File: src/vec_pkg.sv
package vec_pkg;

    ////////////////////////////////////////////////////////////
    // Data path widths
    ////////////////////////////////////////////////////////////

    // Element width of both input vectors
    localparam int DATA_W = 16;

    // Width of the result bus, all results zero-extended to this
    localparam int RESULT_W = 32;

    // Manhattan accumulator wraps at this width
    localparam int MAN_W = 24;

    ////////////////////////////////////////////////////////////
    // Vector length
    ////////////////////////////////////////////////////////////

    // Length field, a value of zero selects MAX_LEN
    localparam int LEN_W = 10;
    localparam int MAX_LEN = 1024;

    // One root bit per iteration, half the radicand width
    localparam int SQRT_ITERS = 16;

    ////////////////////////////////////////////////////////////
    // Operations
    ////////////////////////////////////////////////////////////

    // Encoding order matches the one-hot enables bit order
    typedef enum logic [2:0] {
        OP_READ = 3'd0,
        OP_SUM  = 3'd1,
        OP_AVG  = 3'd2,
        OP_EUC  = 3'd3,
        OP_MAN  = 3'd4,
        OP_DOT  = 3'd5
    } op_e;

endpackage

File: src/op_config.sv
`timescale 1ns/1ps

module op_config (
    input  logic                        clk,
    input  logic                        rst,
    input  logic                        cfg_write,
    input  vec_pkg::op_e                cfg_op,
    input  logic [vec_pkg::LEN_W-1:0]   cfg_len,
    input  logic                        data_valid,
    input  logic                        busy,
    output vec_pkg::op_e                op,
    output logic [5:0]                  enables,
    output logic                        elem_strobe,
    output logic                        first,
    output logic                        last
);

    logic [vec_pkg::LEN_W-1:0] len_q;
    logic [vec_pkg::LEN_W-1:0] count_q;
    logic [vec_pkg::LEN_W-1:0] last_idx;

    ////////////////////////////////////////////////////////////
    // Configuration and element counter
    ////////////////////////////////////////////////////////////

    // Strobes seen while the square root runs are dropped
    assign elem_strobe = data_valid && !busy;

    // Zero length stands for a full vector
    assign last_idx = (len_q == '0) ? vec_pkg::LEN_W'(vec_pkg::MAX_LEN - 1)
                                    : len_q - 1'b1;

    assign first = (count_q == '0);
    assign last  = (count_q == last_idx);

    always_ff @(posedge clk) begin
        if (rst) begin
            op      <= vec_pkg::OP_READ;
            len_q   <= '0;
            count_q <= '0;
        end else if (cfg_write) begin
            // New config abandons any vector in progress
            op      <= cfg_op;
            len_q   <= cfg_len;
            count_q <= '0;
        end else if (elem_strobe) begin
            if (last) begin
                count_q <= '0;
            end else begin
                count_q <= count_q + 1'b1;
            end
        end
    end

    ////////////////////////////////////////////////////////////
    // One-hot decode, bit order read sum avg euc man dot
    ////////////////////////////////////////////////////////////

    always_comb begin
        enables = '0;
        case (op)
            vec_pkg::OP_READ: enables[0] = 1'b1;
            vec_pkg::OP_SUM:  enables[1] = 1'b1;
            vec_pkg::OP_AVG:  enables[2] = 1'b1;
            vec_pkg::OP_EUC:  enables[3] = 1'b1;
            vec_pkg::OP_MAN:  enables[4] = 1'b1;
            vec_pkg::OP_DOT:  enables[5] = 1'b1;
            default:          enables    = '0;
        endcase
    end

endmodule

File: src/elem_ops.sv
`timescale 1ns/1ps

module elem_ops (
    input  logic                        clk,
    input  logic                        rst,
    input  logic [2:0]                  enables,
    input  logic                        elem_strobe,
    input  logic                        src_sel,
    input  logic [vec_pkg::DATA_W-1:0]  data_a,
    input  logic [vec_pkg::DATA_W-1:0]  data_b,
    output logic [vec_pkg::DATA_W-1:0]  elem_result,
    output logic                        elem_valid
);

    // One extra bit keeps the carry for the average
    logic [vec_pkg::DATA_W:0]   wide_sum;
    logic [vec_pkg::DATA_W-1:0] op_value;

    assign wide_sum = {1'b0, data_a} + {1'b0, data_b};

    ////////////////////////////////////////////////////////////
    // Element-wise operation select
    ////////////////////////////////////////////////////////////

    always_comb begin
        if (enables[0]) begin
            op_value = src_sel ? data_b : data_a;
        end else if (enables[1]) begin
            // Sum wraps at the element width
            op_value = wide_sum[vec_pkg::DATA_W-1:0];
        end else if (enables[2]) begin
            // Floor of the halved 17-bit sum
            op_value = wide_sum[vec_pkg::DATA_W:1];
        end else begin
            op_value = '0;
        end
    end

    // Payload register
    always_ff @(posedge clk) begin
        if (elem_strobe) begin
            elem_result <= op_value;
        end
    end

    always_ff @(posedge clk) begin
        if (rst) begin
            elem_valid <= 1'b0;
        end else begin
            elem_valid <= elem_strobe && (|enables);
        end
    end

endmodule

File: src/vec_accum.sv
`timescale 1ns/1ps

module vec_accum (
    input  logic                          clk,
    input  logic                          rst,
    input  logic                          cfg_write,
    input  logic [2:0]                    enables,
    input  logic                          elem_strobe,
    input  logic                          first,
    input  logic                          last,
    input  logic [vec_pkg::DATA_W-1:0]    data_a,
    input  logic [vec_pkg::DATA_W-1:0]    data_b,
    output logic [vec_pkg::MAN_W-1:0]     man_sum,
    output logic [vec_pkg::RESULT_W-1:0]  dot_sum,
    output logic [vec_pkg::RESULT_W-1:0]  sq_sum,
    output logic                          accum_done
);

    logic [vec_pkg::DATA_W-1:0]   abs_diff;
    logic [vec_pkg::MAN_W-1:0]    man_term;
    logic [vec_pkg::RESULT_W-1:0] dot_term;
    logic [vec_pkg::RESULT_W-1:0] sq_term;
    logic [vec_pkg::MAN_W-1:0]    man_acc;
    logic [vec_pkg::RESULT_W-1:0] dot_acc;
    logic [vec_pkg::RESULT_W-1:0] sq_acc;
    logic                         last_hit;

    ////////////////////////////////////////////////////////////
    // Per-element terms
    ////////////////////////////////////////////////////////////

    assign abs_diff = (data_a >= data_b) ? data_a - data_b : data_b - data_a;
    assign man_term = {{(vec_pkg::MAN_W - vec_pkg::DATA_W){1'b0}}, abs_diff};
    assign dot_term = data_a * data_b;
    assign sq_term  = abs_diff * abs_diff;

    ////////////////////////////////////////////////////////////
    // Running sums, first element loads instead of adding
    ////////////////////////////////////////////////////////////

    always_ff @(posedge clk) begin
        if (cfg_write) begin
            man_acc <= '0;
            dot_acc <= '0;
            sq_acc  <= '0;
        end else if (elem_strobe) begin
            if (enables[0]) begin
                sq_acc <= first ? sq_term : sq_acc + sq_term;
            end
            if (enables[1]) begin
                man_acc <= first ? man_term : man_acc + man_term;
            end
            if (enables[2]) begin
                dot_acc <= first ? dot_term : dot_acc + dot_term;
            end
        end
    end

    // Snapshot so a back-to-back vector can restart the running sums
    always_ff @(posedge clk) begin
        if (cfg_write) begin
            man_sum <= '0;
            dot_sum <= '0;
            sq_sum  <= '0;
        end else if (last_hit) begin
            man_sum <= man_acc;
            dot_sum <= dot_acc;
            sq_sum  <= sq_acc;
        end
    end

    always_ff @(posedge clk) begin
        if (rst || cfg_write) begin
            last_hit   <= 1'b0;
            accum_done <= 1'b0;
        end else begin
            last_hit   <= elem_strobe && last && (|enables);
            accum_done <= last_hit;
        end
    end

endmodule

File: src/int_sqrt.sv
`timescale 1ns/1ps

module int_sqrt (
    input  logic                          clk,
    input  logic                          rst,
    input  logic                          start,
    input  logic [vec_pkg::RESULT_W-1:0]  radicand,
    output logic [vec_pkg::DATA_W-1:0]    root,
    output logic                          busy,
    output logic                          sqrt_done
);

    typedef enum logic {
        S_IDLE,
        S_RUN
    } state_e;

    state_e state_q;

    logic [4:0]                   iter_q;
    logic [vec_pkg::RESULT_W-1:0] rad_q;
    // Partial remainder, MSB is the sign
    logic [vec_pkg::DATA_W+3:0]   rem_q;
    logic [vec_pkg::DATA_W+3:0]   rem_shift;
    logic [vec_pkg::DATA_W+3:0]   rem_next;

    ////////////////////////////////////////////////////////////
    // Non-restoring step, two radicand bits per root bit
    ////////////////////////////////////////////////////////////

    always_comb begin
        rem_shift = {rem_q[vec_pkg::DATA_W+1:0], rad_q[vec_pkg::RESULT_W-1 -: 2]};
        if (!rem_q[vec_pkg::DATA_W+3]) begin
            rem_next = rem_shift - {2'b00, root, 2'b01};
        end else begin
            rem_next = rem_shift + {2'b00, root, 2'b11};
        end
    end

    // Start counts as busy so the same cycle already blocks strobes
    assign busy = (state_q == S_RUN) || start;

    always_ff @(posedge clk) begin
        if (rst) begin
            state_q   <= S_IDLE;
            iter_q    <= '0;
            sqrt_done <= 1'b0;
        end else begin
            sqrt_done <= 1'b0;
            case (state_q)
                S_IDLE: begin
                    if (start) begin
                        state_q <= S_RUN;
                        iter_q  <= '0;
                    end
                end
                S_RUN: begin
                    iter_q <= iter_q + 1'b1;
                    if (iter_q == 5'(vec_pkg::SQRT_ITERS - 1)) begin
                        state_q   <= S_IDLE;
                        sqrt_done <= 1'b1;
                    end
                end
                default: state_q <= S_IDLE;
            endcase
        end
    end

    always_ff @(posedge clk) begin
        if (state_q == S_IDLE && start) begin
            rad_q <= radicand;
            rem_q <= '0;
            root  <= '0;
        end else if (state_q == S_RUN) begin
            rad_q <= {rad_q[vec_pkg::RESULT_W-3:0], 2'b00};
            rem_q <= rem_next;
            root  <= {root[vec_pkg::DATA_W-2:0], ~rem_next[vec_pkg::DATA_W+3]};
        end
    end

endmodule

File: src/result_select.sv
`timescale 1ns/1ps

module result_select (
    input  logic                          clk,
    input  logic                          rst,
    input  vec_pkg::op_e                  op,
    input  logic [vec_pkg::DATA_W-1:0]    elem_result,
    input  logic                          elem_valid,
    input  logic [vec_pkg::MAN_W-1:0]     man_sum,
    input  logic [vec_pkg::RESULT_W-1:0]  dot_sum,
    input  logic                          accum_done,
    input  logic [vec_pkg::DATA_W-1:0]    root,
    input  logic                          sqrt_done,
    output logic [vec_pkg::RESULT_W-1:0]  result,
    output logic                          result_valid
);

    logic [vec_pkg::RESULT_W-1:0] sel_value;
    logic                         sel_fire;

    // Source and valid event follow the held operation
    always_comb begin
        case (op)
            vec_pkg::OP_EUC: begin
                sel_value = {{(vec_pkg::RESULT_W - vec_pkg::DATA_W){1'b0}}, root};
                sel_fire  = sqrt_done;
            end
            vec_pkg::OP_MAN: begin
                sel_value = {{(vec_pkg::RESULT_W - vec_pkg::MAN_W){1'b0}}, man_sum};
                sel_fire  = accum_done;
            end
            vec_pkg::OP_DOT: begin
                sel_value = dot_sum;
                sel_fire  = accum_done;
            end
            default: begin
                // read, sum and average
                sel_value = {{(vec_pkg::RESULT_W - vec_pkg::DATA_W){1'b0}}, elem_result};
                sel_fire  = elem_valid;
            end
        endcase
    end

    always_ff @(posedge clk) begin
        if (sel_fire) begin
            result <= sel_value;
        end
    end

    always_ff @(posedge clk) begin
        if (rst) begin
            result_valid <= 1'b0;
        end else begin
            result_valid <= sel_fire;
        end
    end

endmodule

File: src/vec_core_top.sv
`timescale 1ns/1ps

module vec_core_top (
    input  logic                          clk,
    input  logic                          rst,
    input  logic                          cfg_write,
    input  vec_pkg::op_e                  cfg_op,
    input  logic [vec_pkg::LEN_W-1:0]     cfg_len,
    input  logic                          data_valid,
    input  logic                          src_sel,
    input  logic [vec_pkg::DATA_W-1:0]    data_a,
    input  logic [vec_pkg::DATA_W-1:0]    data_b,
    output logic [vec_pkg::RESULT_W-1:0]  result,
    output logic                          result_valid,
    output logic                          busy
);

    vec_pkg::op_e                 op;
    logic [5:0]                   enables;
    logic                         elem_strobe;
    logic                         first;
    logic                         last;
    logic [vec_pkg::DATA_W-1:0]   elem_result;
    logic                         elem_valid;
    logic [vec_pkg::MAN_W-1:0]    man_sum;
    logic [vec_pkg::RESULT_W-1:0] dot_sum;
    logic [vec_pkg::RESULT_W-1:0] sq_sum;
    logic                         accum_done;
    logic [vec_pkg::DATA_W-1:0]   root;
    logic                         sqrt_done;

    op_config u_op_config (
        .clk         (clk),
        .rst         (rst),
        .cfg_write   (cfg_write),
        .cfg_op      (cfg_op),
        .cfg_len     (cfg_len),
        .data_valid  (data_valid),
        .busy        (busy),
        .op          (op),
        .enables     (enables),
        .elem_strobe (elem_strobe),
        .first       (first),
        .last        (last)
    );

    // Lower enables bits are the element-wise group
    elem_ops u_elem_ops (
        .clk         (clk),
        .rst         (rst),
        .enables     (enables[2:0]),
        .elem_strobe (elem_strobe),
        .src_sel     (src_sel),
        .data_a      (data_a),
        .data_b      (data_b),
        .elem_result (elem_result),
        .elem_valid  (elem_valid)
    );

    vec_accum u_vec_accum (
        .clk         (clk),
        .rst         (rst),
        .cfg_write   (cfg_write),
        .enables     (enables[5:3]),
        .elem_strobe (elem_strobe),
        .first       (first),
        .last        (last),
        .data_a      (data_a),
        .data_b      (data_b),
        .man_sum     (man_sum),
        .dot_sum     (dot_sum),
        .sq_sum      (sq_sum),
        .accum_done  (accum_done)
    );

    // Root only starts for a Euclidean vector
    int_sqrt u_int_sqrt (
        .clk       (clk),
        .rst       (rst),
        .start     (accum_done & enables[3]),
        .radicand  (sq_sum),
        .root      (root),
        .busy      (busy),
        .sqrt_done (sqrt_done)
    );

    result_select u_result_select (
        .clk          (clk),
        .rst          (rst),
        .op           (op),
        .elem_result  (elem_result),
        .elem_valid   (elem_valid),
        .man_sum      (man_sum),
        .dot_sum      (dot_sum),
        .accum_done   (accum_done),
        .root         (root),
        .sqrt_done    (sqrt_done),
        .result       (result),
        .result_valid (result_valid)
    );

endmodule

File: config.mk
export PLATFORM = sky130hd
export DESIGN_NAME = vec_core_top
export DESIGN_NICKNAME = d
export VERILOG_FILES = /design/src/vec_pkg.sv /design/src/op_config.sv /design/src/elem_ops.sv /design/src/vec_accum.sv /design/src/int_sqrt.sv /design/src/result_select.sv /design/src/vec_core_top.sv
export SDC_FILE = /design/constraint.sdc
export NUM_CORES = 2
export LEC_CHECK = 0
export BUFFER_PORTS_ARGS = -buffer_cell sky130_fd_sc_hd__buf_2
export CORE_MARGIN = 2
export CORE_UTILIZATION = 48
export DETAILED_ROUTE_END_ITERATION = 12
export GPL_TIMING_DRIVEN = 0
export PLACE_DENSITY_LB_ADDON = 0.25
export SYNTH_ARGS = -nofsm -noshare
export SYNTH_HDL_FRONTEND = slang
export SYNTH_HIERARCHICAL = 1
export SYNTH_SLANG_ARGS = --single-unit
File: constraint.sdc
create_clock -name clk -period 16.3 [get_ports clk]
set_input_delay 0.815 -clock clk [delete_from_list [all_inputs] [get_ports clk]]
set_output_delay 0.815 -clock clk [all_outputs]
set_load 0.005 [all_outputs]
==> impl_metrics.toml <==
[min_path]
min_to = "u_int_sqrt/rem_q[15]"
holdCritStartpoint = "u_int_sqrt/rem_q[15]"
whs_path_depth = 2
worstHoldPathType = "flop to flop"

[clocking]
cts-buffers-inserted = 34
clock-root-buffer = "clkbuf_16"
clkSlewWorstSetupHoldPaths_ps = 60
cts_max_level = 2
clk_path_buf_depth = 3
cts_resized = 0
cts_tree = "yes"
post_cts_buffers = 0
cts_sinks = 325
cts.hold.buffers_added = 0
clkLatencyLatePin_ps = 550

[logic_synthesis]
synthArstFlopShare_pct = 0
syn_nets = 4928
ys_seq_area_share_pct = 20.2
syn_avg_cell_area_sq_um = 8.71
synth-seq-cells = 325
ys_warn_count = 6
synth_edf_count = 80
syn_area_sq_mm = 0.0361
synth_cell_types = 111
synth_cells = 4150
ys.flop_type = "dfxtp_1"

[sta]
finClkSkew_ps = 40.3
setup_viol = 0
fmaxAchievable_mhz = 70.9
finalCritPeriodShare_pct = 86.5
slew_violations = 0
finalCriticalPeriod_ps = 14100
postLayoutSetupSlackWorst_ps = 2200
max_slew.worst_pin.slew_ps = 1450
finalSetupTns_ps = 0
rsz0062_at_grt = "false"
hold_viol_final = 0
max_slew_margin_pct = 2.74

[critical_path]
start_kind = "input port"
cp-end-kind = "flop"
r2r-end = "u_vec_accum/man_acc[22]"
cp_data_required_time_ps = 16680
slowest_stage = "xnor2_1"
reg2regPathDepth = 16
max_stage_delay_ps = 1130
r2r_slack_ps = 10800
crit_top_cell = "inv_1"
crit_fanout = 10
r2r_start = "u_op_config/op[2]"
crit_arrival_ps = 14480
crit_type = "input port to flop"

[finish]
fillers = 6964
drive_gt1_share_pct = 6.38
fin_area_sq_mm = 0.0389
syn2layout_area_growth_pct = 7.56
diodes = 0
nets = 5046

[floorplan]
row_count = 100
fp.dieArea_sq_mm = 0.0775
coreArea_sq_mm = 0.0744
ios = 84
die-height_um = 278
start_util_pct = 48.5
die_x_um = 278

[placed_design]
place_area_sq_mm = 0.0378
place.gp.congestion = 0.951
place_hpwl_mm = 84.6
portBuffers = 81
dp_slack_ps = 1750

[global_routing]
grt_max_degree = 33
grtUsageTotal_pct = 27.1
grt_pass1_vias = 29700
grt_overflow = 0
grt_pass1_wl_mm = 166
antenna_found_initial = 0

[drt]
viasPerCell = 5.70
wire_per_inst_um = 19.9
dr.first_iter.drc_count = 2123
antenna_left = 0
first_pass_iters = 7
drc_errors = 0
routed_wirelength_mm = 105
vias = 30000

[status]
outcome = "complete, no violations"

[job]
drv_cap = 0
[layout make-up]
class / count / area (sq um) / share of cell area [%]
plain buffers: 169 / 719 / 1.85
clock inverters: 16 / 133 / 0.341
clock buffers: 45 / 953 / 2.45
inverters: 579 / 2170 / 5.59
flip-flops and latches: 325 / 7310 / 18.8
repair buffers: 82 / 433 / 1.11
well taps: 969 / 1210 / 3.12
multi-input cells: 3077 / 25900 / 66.7
[cells by family after synthesis]
| group | Yosys count | share of synthesized area (%) |
|---|---|---|
| buffers and inverters | 748 | 8.00 |
| adder cells (fa/ha/maj) | 728 | 32.7 |
| XOR/XNOR | 195 | 4.85 |
| AND/OR/NAND/NOR | 1215 | 15.0 |
| AO/OA/AOI/OAI | 765 | 14.3 |
| flip-flops | 325 | 20.2 |
| multiplexers | 174 | 4.95 |
[per-layer routing]
metal | vias up | GRT usage [%] | part of all wire, %
li1 | 14200 | - | -
met1 | 14700 | 37.9 | 45
met2 | 949 | 44.9 | 46
met3 | 154 | 2.42 | 6.2
met4 | 0 | 7.11 | 2.6
met5 | - | 0 | 0
[cell usage in the layout, fill, tap and decap left out, types with 9 or more instances in the layout]
cell	n
inv_1	567
nand2_1	435
nor2_1	430
ha_1	369
fa_1	359
dfxtp_1	245
a21oi_1	182
o21ai_0	158
mux2i_1	136
xnor2_1	135
clkbuf_1	121
buf_2	105
nor3_1	88
edfxtp_1	80
a21o_1	76
xor2_1	55
a211oi_1	40
mux2_2	37
clkbuf_16	35
nand3_1	34
o211ai_1	33
and3_1	32
o21a_1	27
nand2b_1	26
a221oi_1	26
nor2b_1	25
o21bai_1	24
a31oi_1	23
o22ai_1	23
nand4_1	22
and2_1	21
buf_1	21
nor4_1	18
or3_1	17
nor3b_1	15
o211a_1	13
a311oi_1	12
o31ai_1	10
a31o_2	10
o31a_1	9
[cells in the mapped netlist (15+ instances only)]
library cell	n	area, sq um
fa_1	359	7190
nor2_1	430	1610
nor4_1	18	113
nand4_1	22	138
mux2_2	37	417
and2_1	21	131
o21ai_0	158	791
or3_1	17	106
nor3_1	88	440
buf_2	24	120
clkbuf_1	115	432
ha_1	369	4620
xor2_1	55	482
a211oi_1	40	300
o211ai_1	33	248
a21oi_1	182	911
o21bai_1	24	180
nand2_1	435	1630
a21o_1	76	571
o21a_1	27	203
nand2b_1	26	163
nand3_1	34	170
inv_1	567	2130
xnor2_1	135	1180
a31oi_1	23	144
and3_1	32	200
o22ai_1	23	144
dfxtp_1	245	4900
nor3b_1	15	113
buf_1	21	78.8
a221oi_1	26	228
mux2i_1	136	1360
edfxtp_1	80	2400
nor2b_1	25	156
[stage by stage]
step                hold WS (ps)  util, %  std cells
floorplan                    430        -       4150
global placement             442     50.7       5200
detailed placement           451     50.8       5201
CTS                          460     52.2       5262
global route                 502     52.2       5262
finish                       458     52.2       5262
[worst max-delay path, delay by kind of cell]
kind | cells | cell delay (ps)
XOR/XNOR | 3 | 1530
buffers and inverters | 11 | 2510
adder cells (fa/ha/maj) | 9 | 4210
AO/OA/AOI/OAI | 16 | 3820
multiplexers | 1 | 210
AND/OR/NAND/NOR | 7 | 1320
[worst max path at each step]
stage | from | endpoint | cells past startpoint | slack [ps]
4_1_cts | data_a[6] | u_vec_accum/sq_acc[31] | 45 | 2330
3_5_place_dp | data_a[6] | u_vec_accum/sq_acc[31] | 45 | 1750
3_3_place_gp | data_a[2] | u_vec_accum/sq_acc[31] | 45 | 1840
2_1_floorplan | data_a[2] | u_vec_accum/sq_acc[31] | 43 | 5130
5_1_grt | data_a[2] | u_vec_accum/sq_acc[29] | 47 | 1420
6_report | data_a[6] | u_vec_accum/sq_acc[29] | 47 | 2200
[registers in the layout, summed over array words and instances (netlist names), 3 cells and up]
| name | flops |
|---|---|
| u_result_select/result | 32 |
| u_vec_accum/dot_acc | 32 |
| u_elem_ops/elem_result | 16 |
| u_op_config/op | 3 |
| u_int_sqrt/iter_q | 5 |
| u_int_sqrt/root | 16 |
| u_vec_accum/man_sum | 24 |
| u_int_sqrt/rem_q | 19 |
| u_op_config/len_q | 10 |
| u_vec_accum/sq_sum | 32 |
| u_vec_accum/sq_acc | 32 |
| u_op_config/count_q | 10 |
| u_vec_accum/man_acc | 24 |
| u_vec_accum/dot_sum | 32 |
| u_int_sqrt/rad_q | 32 |
Power is left out: the tool's default activity adds up to more than one toggle a clock period on the data nets, which glitch-free logic cannot reach.
